## config.mk

```make
export PLATFORM = sky130hd
export DESIGN_NAME = multdiv_top
export DESIGN_NICKNAME = d
export VERILOG_FILES = /design/src/verilog/md_pkg.sv /design/src/verilog/md_req_if.sv /design/src/verilog/md_dispatch.sv /design/src/verilog/md_mult_fast.sv /design/src/verilog/md_div_long.sv /design/src/verilog/multdiv_top.sv
export VERILOG_INCLUDE_DIRS = /design/src /design/src/verilog
export SDC_FILE = /design/constraint.sdc
export NUM_CORES = 2
export LEC_CHECK = 0
export BUFFER_PORTS_ARGS = -buffer_cell sky130_fd_sc_hd__buf_2
export CAP_MARGIN = 20
export CORE_MARGIN = 4
export CORE_UTILIZATION = 35
export CTS_BUF_LIST = sky130_fd_sc_hd__clkbuf_4 sky130_fd_sc_hd__clkbuf_8
export CTS_CLUSTER_DIAMETER = 30
export CTS_CLUSTER_SIZE = 25
export DETAILED_ROUTE_END_ITERATION = 6
export PLACE_DENSITY = 0.55
export SKIP_CTS_REPAIR_TIMING = 1
export SLEW_MARGIN = 20
export SYNTH_ARGS = -nofsm -noshare
export SYNTH_HDL_FRONTEND = slang
export SYNTH_SLANG_ARGS = --single-unit
export TNS_END_PERCENT = 50
```

## constraint.sdc

```tcl
create_clock -name clk_i -period 11.5 [get_ports clk_i]
set_clock_uncertainty 0.15 [all_clocks]
set_input_delay 2.3 -clock clk_i [delete_from_list [all_inputs] [get_ports clk_i]]
set_output_delay 2.3 -clock clk_i [all_outputs]
set_load 0.1 [all_outputs]
```

## src/verilog/md_defs.svh

```systemverilog
// Width and count macros for the multiply/divide unit
// Operand width, multiplier kernel half width, divider counter width

`ifndef MD_DEFS_SVH
`define MD_DEFS_SVH

// Operand and result width
`define MD_XLEN 32
// Half width handled by the 16x16 kernel
`define MD_HALF 16
// Bit counter of the long divider
`define MD_CNT_W 5

`endif

```

## src/verilog/md_pkg.sv

```systemverilog
// Shared types of the multiply/divide unit
// Operator encoding and the state enumerations of both arithmetic units

package md_pkg;

  // RV32M operator, sign handling comes from signed_mode
  typedef enum logic [1:0] {
    MD_OP_MULL,
    MD_OP_MULH,
    MD_OP_DIV,
    MD_OP_REM
  } md_op_e;

  // Partial product steps of the multiplier
  typedef enum logic [1:0] {
    ALBL, ALBH, AHBL, AHBH
  } md_mult_state_e;

  typedef enum logic [2:0] {
    IDLE, ABS_A, ABS_B, COMP, LAST, CHANGE_SIGN, FINISH
  } md_div_state_e;

endpackage

```

## src/verilog/md_req_if.sv

```systemverilog
// Request bundle from the dispatcher to the multiplier and the divider
// Carries enables, operator, operands, operand signs and zero detect

`timescale 1ns/1ns
`include "md_defs.svh"

interface md_req_if import md_pkg::*; ();

  logic                mult_en;
  logic                div_en;
  md_op_e              op;
  logic [`MD_XLEN-1:0] op_a;
  logic [`MD_XLEN-1:0] op_b;
  logic                sign_a;
  logic                sign_b;
  logic                b_zero;

  modport dispatch (output mult_en, div_en, op, op_a, op_b, sign_a, sign_b, b_zero);

  modport mult (input mult_en, op, op_a, op_b, sign_a, sign_b);

  modport div (input div_en, op, op_a, op_b, sign_a, sign_b, b_zero);

endinterface

```

## src/verilog/md_dispatch.sv

```systemverilog
// Operator decode and operand preparation for both arithmetic units
// Result and valid selection from the enabled unit

`timescale 1ns/1ns
`include "md_defs.svh"

module md_dispatch import md_pkg::*; (
  input  logic                en_i,
  input  md_op_e              operator_i,
  input  logic [1:0]          signed_mode_i,
  input  logic [`MD_XLEN-1:0] op_a_i,
  input  logic [`MD_XLEN-1:0] op_b_i,
  input  logic                mult_valid_i,
  input  logic [`MD_XLEN-1:0] mult_result_i,
  input  logic                div_valid_i,
  input  logic [`MD_XLEN-1:0] div_result_i,
  md_req_if.dispatch          req,
  output logic [`MD_XLEN-1:0] result_o,
  output logic                valid_o
);

  logic is_mult;
  logic mult_en;
  logic div_en;

  assign is_mult = (operator_i == MD_OP_MULL) || (operator_i == MD_OP_MULH);
  assign mult_en = en_i & is_mult;
  assign div_en  = en_i & ~is_mult;

  assign req.mult_en = mult_en;
  assign req.div_en  = div_en;
  assign req.op      = operator_i;
  assign req.op_a    = op_a_i;
  assign req.op_b    = op_b_i;

  // Operand signs are only meaningful in signed mode
  assign req.sign_a = signed_mode_i[0] & op_a_i[`MD_XLEN-1];
  assign req.sign_b = signed_mode_i[1] & op_b_i[`MD_XLEN-1];
  assign req.b_zero = (op_b_i == '0);

  // Only the enabled unit drives the outputs
  assign result_o = div_en ? div_result_i : mult_result_i;
  assign valid_o  = (mult_en & mult_valid_i) | (div_en & div_valid_i);

endmodule

```

## src/verilog/md_mult_fast.sv

```systemverilog
// Sequential multiplier built on one signed 17x17 multiply-add
// Four partial product steps, MULL done after three and MULH after four

`timescale 1ns/1ns
`include "md_defs.svh"

module md_mult_fast import md_pkg::*; (
  input  logic                clk_i,
  input  logic                rst_ni,
  md_req_if.mult              req,
  input  logic                ready_i,
  output logic                valid_o,
  output logic [`MD_XLEN-1:0] result_o
);

  // Two guard bits keep the carry of the middle partial products
  localparam int unsigned acc_w = `MD_XLEN + 2;

  md_mult_state_e state_q, state_d;

  logic [acc_w-1:0]        acc_q, acc_d;
  logic signed [acc_w-1:0] accum;
  logic signed [acc_w-1:0] mac_res;
  logic [`MD_HALF-1:0]     mult_op_a;
  logic [`MD_HALF-1:0]     mult_op_b;
  logic                    mult_sign_a;
  logic                    mult_sign_b;
  logic                    is_mull;
  logic                    mult_hold;
  logic                    mult_en_int;

  assign is_mull = (req.op == MD_OP_MULL);

  assign mac_res = $signed({mult_sign_a, mult_op_a}) * $signed({mult_sign_b, mult_op_b})
                   + accum;

  always_comb begin
    mult_op_a   = req.op_a[`MD_HALF-1:0];
    mult_op_b   = req.op_b[`MD_HALF-1:0];
    mult_sign_a = 1'b0;
    mult_sign_b = 1'b0;
    accum       = acc_q;
    acc_d       = mac_res;
    state_d     = state_q;
    valid_o     = 1'b0;
    mult_hold   = 1'b0;

    unique case (state_q)
      ALBL: begin
        // al*bl, always unsigned
        accum   = '0;
        state_d = ALBH;
      end

      ALBH: begin
        // al*bh plus the upper half of al*bl
        mult_op_b   = req.op_b[`MD_XLEN-1:`MD_HALF];
        mult_sign_b = req.sign_b;
        accum       = {{(acc_w-`MD_HALF){1'b0}}, acc_q[`MD_XLEN-1:`MD_HALF]};
        if (is_mull) begin
          acc_d = {2'b00, mac_res[`MD_HALF-1:0], acc_q[`MD_HALF-1:0]};
        end
        state_d = AHBL;
      end

      AHBL: begin
        // ah*bl
        mult_op_a   = req.op_a[`MD_XLEN-1:`MD_HALF];
        mult_sign_a = req.sign_a;
        if (is_mull) begin
          // Low word is complete here
          accum     = {{(acc_w-`MD_HALF){1'b0}}, acc_q[`MD_XLEN-1:`MD_HALF]};
          acc_d     = {2'b00, mac_res[`MD_HALF-1:0], acc_q[`MD_HALF-1:0]};
          valid_o   = 1'b1;
          mult_hold = ~ready_i;
          state_d   = ALBL;
        end else begin
          state_d = AHBH;
        end
      end

      AHBH: begin
        // ah*bh plus the sign extended upper accumulator
        mult_op_a   = req.op_a[`MD_XLEN-1:`MD_HALF];
        mult_op_b   = req.op_b[`MD_XLEN-1:`MD_HALF];
        mult_sign_a = req.sign_a;
        mult_sign_b = req.sign_b;
        accum       = {{`MD_HALF{acc_q[acc_w-1]}}, acc_q[acc_w-1:`MD_HALF]};
        valid_o     = 1'b1;
        mult_hold   = ~ready_i;
        state_d     = ALBL;
      end

      default: begin
        state_d = ALBL;
      end
    endcase
  end

  assign result_o = acc_d[`MD_XLEN-1:0];

  // Nothing advances while a result waits for ready_i
  assign mult_en_int = req.mult_en & ~mult_hold;

  always_ff @(posedge clk_i or negedge rst_ni) begin
    if (!rst_ni) begin
      state_q <= ALBL;
    end else if (mult_en_int) begin
      state_q <= state_d;
    end
  end

  always_ff @(posedge clk_i) begin
    if (mult_en_int) begin
      acc_q <= acc_d;
    end
  end

endmodule

```

## src/verilog/md_div_long.sv

```systemverilog
// Restoring long divider, one quotient bit per cycle
// Own 33-bit adder for operand negation and trial subtraction
// Early exit on division by zero

`timescale 1ns/1ns
`include "md_defs.svh"

module md_div_long import md_pkg::*; (
  input  logic                clk_i,
  input  logic                rst_ni,
  md_req_if.div               req,
  input  logic                ready_i,
  output logic                valid_o,
  output logic [`MD_XLEN-1:0] result_o
);

  md_div_state_e state_q, state_d;

  logic [`MD_CNT_W-1:0] cnt_q, cnt_d;
  logic                 dbz_q, dbz_d;
  logic [`MD_XLEN-1:0]  rem_q, rem_d;
  logic [`MD_XLEN-1:0]  num_q, num_d;
  logic [`MD_XLEN-1:0]  den_q, den_d;
  logic [`MD_XLEN-1:0]  quo_q, quo_d;

  logic [`MD_XLEN-1:0]  add_a;
  logic [`MD_XLEN-1:0]  add_b;
  logic [`MD_XLEN:0]    add_res;
  logic                 is_greater_equal;
  logic [`MD_XLEN-1:0]  next_rem;
  logic [`MD_XLEN-1:0]  next_quo;
  logic [`MD_XLEN-1:0]  one_shift;
  logic                 div_change_sign;
  logic                 rem_change_sign;
  logic                 div_hold;
  logic                 div_en_int;

  // add_a - add_b, top bit is the carry out (no borrow)
  assign add_res = {1'b0, add_a} + {1'b0, ~add_b} + {{`MD_XLEN{1'b0}}, 1'b1};

  assign is_greater_equal = add_res[`MD_XLEN];
  assign next_rem  = is_greater_equal ? add_res[`MD_XLEN-1:0] : rem_q;
  assign one_shift = {{(`MD_XLEN-1){1'b0}}, 1'b1} << cnt_q;
  assign next_quo  = is_greater_equal ? (quo_q | one_shift) : quo_q;

  assign div_change_sign = (req.sign_a ^ req.sign_b) & ~dbz_q;
  assign rem_change_sign = req.sign_a;

  always_comb begin
    state_d  = state_q;
    cnt_d    = cnt_q - 1'b1;
    dbz_d    = dbz_q;
    rem_d    = rem_q;
    num_d    = num_q;
    den_d    = den_q;
    quo_d    = quo_q;
    add_a    = '0;
    add_b    = req.op_b;
    valid_o  = 1'b0;
    div_hold = 1'b0;

    unique case (state_q)
      IDLE: begin
        // Preload the RISC-V result for a zero divisor
        rem_d   = (req.op == MD_OP_DIV) ? '1 : req.op_a;
        dbz_d   = req.b_zero;
        cnt_d   = '1;
        state_d = req.b_zero ? FINISH : ABS_A;
      end

      ABS_A: begin
        add_b   = req.op_a;
        quo_d   = '0;
        num_d   = req.sign_a ? add_res[`MD_XLEN-1:0] : req.op_a;
        cnt_d   = '1;
        state_d = ABS_B;
      end

      ABS_B: begin
        add_b   = req.op_b;
        den_d   = req.sign_b ? add_res[`MD_XLEN-1:0] : req.op_b;
        rem_d   = {{(`MD_XLEN-1){1'b0}}, num_q[`MD_XLEN-1]};
        cnt_d   = '1;
        state_d = COMP;
      end

      COMP: begin
        // Trial subtract, then shift in the next numerator bit
        add_a   = rem_q;
        add_b   = den_q;
        rem_d   = {next_rem[`MD_XLEN-2:0], num_q[cnt_d]};
        quo_d   = next_quo;
        state_d = (cnt_q == 1) ? LAST : COMP;
      end

      LAST: begin
        add_a   = rem_q;
        add_b   = den_q;
        rem_d   = (req.op == MD_OP_DIV) ? next_quo : next_rem;
        state_d = CHANGE_SIGN;
      end

      CHANGE_SIGN: begin
        add_b = rem_q;
        if (req.op == MD_OP_DIV) begin
          rem_d = div_change_sign ? add_res[`MD_XLEN-1:0] : rem_q;
        end else begin
          rem_d = rem_change_sign ? add_res[`MD_XLEN-1:0] : rem_q;
        end
        state_d = FINISH;
      end

      FINISH: begin
        valid_o  = 1'b1;
        div_hold = ~ready_i;
        state_d  = IDLE;
      end

      default: begin
        state_d = IDLE;
      end
    endcase
  end

  assign result_o = rem_q;

  assign div_en_int = req.div_en & ~div_hold;

  always_ff @(posedge clk_i or negedge rst_ni) begin
    if (!rst_ni) begin
      state_q <= IDLE;
      cnt_q   <= '0;
      dbz_q   <= 1'b0;
    end else if (div_en_int) begin
      state_q <= state_d;
      cnt_q   <= cnt_d;
      dbz_q   <= dbz_d;
    end
  end

  always_ff @(posedge clk_i) begin
    if (div_en_int) begin
      rem_q <= rem_d;
      num_q <= num_d;
      den_q <= den_d;
      quo_q <= quo_d;
    end
  end

endmodule

```

## src/verilog/multdiv_top.sv

```systemverilog
// RV32M multiply/divide unit top level
// Dispatcher, 16x16 sequential multiplier and long divider

`timescale 1ns/1ns
`include "md_defs.svh"

module multdiv_top import md_pkg::*; (
  input  logic                clk_i,
  input  logic                rst_ni,
  input  logic                en_i,
  input  md_op_e              operator_i,
  input  logic [1:0]          signed_mode_i,
  input  logic [`MD_XLEN-1:0] op_a_i,
  input  logic [`MD_XLEN-1:0] op_b_i,
  input  logic                ready_i,
  output logic [`MD_XLEN-1:0] result_o,
  output logic                valid_o
);

  logic                mult_valid;
  logic [`MD_XLEN-1:0] mult_result;
  logic                div_valid;
  logic [`MD_XLEN-1:0] div_result;

  md_req_if req_if ();

  md_dispatch md_dispatch_i (
    .en_i          (en_i),
    .operator_i    (operator_i),
    .signed_mode_i (signed_mode_i),
    .op_a_i        (op_a_i),
    .op_b_i        (op_b_i),
    .mult_valid_i  (mult_valid),
    .mult_result_i (mult_result),
    .div_valid_i   (div_valid),
    .div_result_i  (div_result),
    .req           (req_if.dispatch),
    .result_o      (result_o),
    .valid_o       (valid_o)
  );

  md_mult_fast md_mult_fast_i (
    .clk_i    (clk_i),
    .rst_ni   (rst_ni),
    .req      (req_if.mult),
    .ready_i  (ready_i),
    .valid_o  (mult_valid),
    .result_o (mult_result)
  );

  md_div_long md_div_long_i (
    .clk_i    (clk_i),
    .rst_ni   (rst_ni),
    .req      (req_if.div),
    .ready_i  (ready_i),
    .valid_o  (div_valid),
    .result_o (div_result)
  );

endmodule

```

==> impl_summary.md <==
Run status
The flow ran to the end, and the final reports show no timing, DRC or antenna violations.

Detailed routing
The DRC marker count from the first detailed-route iteration is 2655. The remaining design rule violation count is 0. The routed wire length is approximately 100000 um.

The vias after detailed routing is approximately 23000. The first detailed-routing pass took 7 iterations. The remaining antenna violation count after routing is 0. After detailed routing, the average wire length per cell comes to 25.1 um. After detailed routing, the number of vias per cell comes to 5.64.

Synthesis
When the netlist entered floorplanning its net count stood at ~3500. The synthesized netlist devotes 14.0% of its cell area to simple gates. Summing the areas of all compound-gate instances in the mapped netlist gives 13.9% of the synthesized area. The synthesized design contains 173 register bits.

The adder and majority cell fraction of the synthesized area is 33.1%. In this run the cell area of the synthesized design comes to 0.0260 mm2. Counting flops with an async set or reset pin after synthesis yields a share of 6.36%.

The XOR/XNOR share of the synthesized area is 2.46%. By area, the combinational part of the netlist is dominated by adder cells. The count of flip-flops with a built-in enable after synthesis is 162.

Yosys mapped the design onto 81 distinct sky130hd cell types. The synthesis warning total is 0. After synthesis, flip-flops and latches occupy 19.8% of the total area. Counting every instance in the synthesized netlist gives slightly below 3000. The most used flip-flop cell after synthesis is edfxtp_1. The synthesized area per cell is 8.94 um2. Multiplexer cells account for 7.75% of the synthesized area.

Die
The initial core utilization is between 30% and 40%. The count of standard-cell rows is 99. The number of I/O pins is between 100 and 150. The floorplan step defined a die boundary enclosing 0.0786 mm2.

The die is 280 um tall. The die is 280 um wide. The core region area is 0.0732 mm2.

Place
The placed cell count is 4106. The count of buffers added on input and output ports is 104. The HPWL reported at the end of detailed placement is approximately 86000 um. At the end of routability-driven placement, the weighted congestion stood at 1.00. Summing all placed instances gives a cell area of 0.0297 mm2. The pre-CTS setup slack is -263 ps.

Timing
The clock period could shrink to 11370 ps. At the pin with the least slew margin, the transition time is 962 ps. In the finished design, the share of the clock period the worst path needs comes to 98.9%.

Setup repair after global routing could not meet its margin everywhere. The normalized max-slew margin is 35.9%. Setup violations remaining at the end of the flow were counted as 0. The achievable frequency is 87.9 MHz.

The final hold violation count is 0. The total count of max-transition violations in the final report was 0. In the post-route analysis, the smallest setup slack over all paths is 125 ps. The final-layout setup total negative slack is 0 ps.

Setup path
For the worst setup path, the data required time is a little over 9000 ps. The largest stage delay on the critical path is 620 ps. The number of logic stages on the critical path including buffering is 24. The setup slack of the worst register-to-register path is 3210 ps. The largest fanout of any net on the critical path is 6. Together, buffers and inverters on the worst path number 8. STA classifies the critical path startpoint as a primary input.

The reg-to-reg endpoint is md_mult_fast_i.acc_q[32]. In this run the critical register-to-register path is launched from md_mult_fast_i.state_q[0]. Walking the worst path, the cells encountered are buf_2 -> mux2i_4 -> or3_4 -> fa_1 -> inv_1 -> fa_2 -> buf_6 -> inv_1 -> fa_1 -> inv_1 -> fa_1 -> fa_1 -> inv_1 -> fa_1 -> inv_1 -> ha_1 -> nand2_2 -> or3_1 -> a311o_2 -> a311oi_4 -> xnor2_1 -> mux2i_1 -> mux2_2 -> buf_12. The number of cells on the worst reg-to-reg path is 30. STA classifies the critical path endpoint as a primary output. The worst path arrival time is 8920 ps. In this run the worst setup path begins at op_b_i[5]. The critical path's slowest cell is fa_1. The worst setup path endpoint is result_o[30]. In this design, the largest share of critical-path delay is due to adder cells. The worst setup path category is in2out.

Global routing
The met2 track utilization from global routing is 38.9%. The number of global-route vias before repair was 22600. The total grt overflow is 0. The routing layer with the top usage in global route is met2.

The initial antenna violation count is 7. For this run, global-route usage on met3 was measured as 4.48%. The global-route usage over all layers is between 20% and 30%.

The largest net degree at the start of global routing is between 70 and 80. The first global-routing pass estimated ~150000 um of wire. For met1 alone, demand over resource in global routing was a little under two fifths.

Clocking
The total CTS buffers is 17. The CTS tree is yes. After clock tree synthesis, the clock-pin slew on the worst setup and hold paths is 120 ps. The clock tree synthesis step divided the H-tree into 4 levels.

The clock insertion delay at the later pin of the skew report is 520 ps. The clock passes through at most 2 buffers. The buffer cell driving the clock tree root is clkbuf_8.

The clock sink count is 173.

Layout
The non-filler instance count after layout is 4152. The finished cells cover a little over 0.03 mm2. For this run, the post-layout net count is roughly 3700. The signed area change from the synthesized netlist to the final layout is 17.4%.

In the final layout, the share of cells above drive strength 1 is between 10% and 20%.

Min path
The worst hold-check path type is reg2reg.

Flow run
The max-capacitance violation count is 0.
stage by stage:
stage | utilization, % | hold WS (ps)
after CTS | 41.2 | 396
after floorplan | - | 340
after global routing | 41.6 | 439
after global placement | 40.6 | 372
final | 41.6 | 400
after detailed placement | 40.6 | 380
layout by cell type, fill, tap and decap left out, types with 18 or more instances in the layout:
| cell type | instances |
|---|---|
| xor2_1 | 23 |
| xnor2_1 | 50 |
| mux2i_1 | 85 |
| a21o_1 | 37 |
| o21ai_0 | 97 |
| o22a_1 | 19 |
| buf_12 | 26 |
| buf_2 | 84 |
| a21oi_1 | 140 |
| inv_1 | 455 |
| nor2_1 | 297 |
| nor2b_1 | 18 |
| buf_4 | 279 |
| a31oi_1 | 28 |
| nand2_1 | 329 |
| ha_1 | 140 |
| nor3_1 | 48 |
| o221ai_1 | 42 |
| and2_1 | 36 |
| fa_1 | 337 |
| mux2_2 | 71 |
| o22ai_1 | 45 |
| edfxtp_1 | 162 |
synthesized netlist by cell type, drive strengths merged, types with 7 or more instances:
library cell  count  area (um2)
nand2           339        1270
o31ai            14         110
mux4             10         225
and2             36         225
o22a             19         166
edfxtp          162        4860
buf              31         178
xor2             23         201
nand3            14        70.1
o21a             11        82.6
a21o             38         287
a221oi           16         146
nor2            309        1160
nor4             10        62.6
nand4             9        56.3
ha              143        1790
inv             457        1720
dfrtp            11         275
or2              13        81.3
nor3             52         265
o21ai           103         515
mux2             76         856
a22oi            19         148
mux2i            93         931
a211oi           15         118
o22ai            45         282
o221ai           42         368
o21bai            7        52.6
nand2b           17         106
nor2b            19         119
fa              340        6810
clkbuf          111         417
a21oi           148         748
xnor2            50         438
a31oi            30         188
cell families after synthesis:
| kind of cell | Yosys count |
|---|---|
| compound gates | 550 |
| xor+xnor | 73 |
| fa+ha+maj | 483 |
| buf+inv | 599 |
| flops | 173 |
| mux | 179 |
| simple gates | 846 |
sequential cells by signal (all words and copies together), names as in the netlist:
signal                  cells
md_mult_fast_i.acc_q       34
md_div_long_i.dbz_q         1
md_div_long_i.num_q        32
md_mult_fast_i.state_q      2
md_div_long_i.cnt_q         5
md_div_long_i.den_q        32
md_div_long_i.state_q       3
md_div_long_i.quo_q        32
md_div_long_i.result_o     32
worst min-delay path by stage:
| stage | slack, ps | cells after the start | start | to |
|---|---|---|---|---|
| floorplan | 340 | 1 | md_mult_fast_i.state_q[1] | md_mult_fast_i.state_q[1] |
| global placement | 370 | 1 | md_mult_fast_i.state_q[1] | md_mult_fast_i.state_q[1] |
| detailed placement | 380 | 1 | md_mult_fast_i.state_q[1] | md_mult_fast_i.state_q[1] |
| CTS | 400 | 1 | md_mult_fast_i.state_q[1] | md_mult_fast_i.state_q[1] |
| global route | 440 | 1 | md_mult_fast_i.state_q[1] | md_mult_fast_i.state_q[1] |
| finish | 400 | 1 | md_mult_fast_i.state_q[1] | md_mult_fast_i.state_q[1] |
layer usage:
metal  part of all wire [%]  up-vias
li1                       -    10300
met1                     41    11600
met2                     43     1340
met3                    9.8      225
met4                    6.3        0
met5                      0        -
layout make-up:
cell class,count,area (um2)
clock buffers,17,234
clock inverters,15,201
flip-flops and latches,173,5140
well taps,959,1200
fillers,7329,42700
inverters,457,1720
repair buffers,394,3100
multi-input cells,2131,18900
diodes,6,15.0
Power is not shown: default switching activity piles up to over one toggle a cycle in this logic, so the estimate is an artifact.
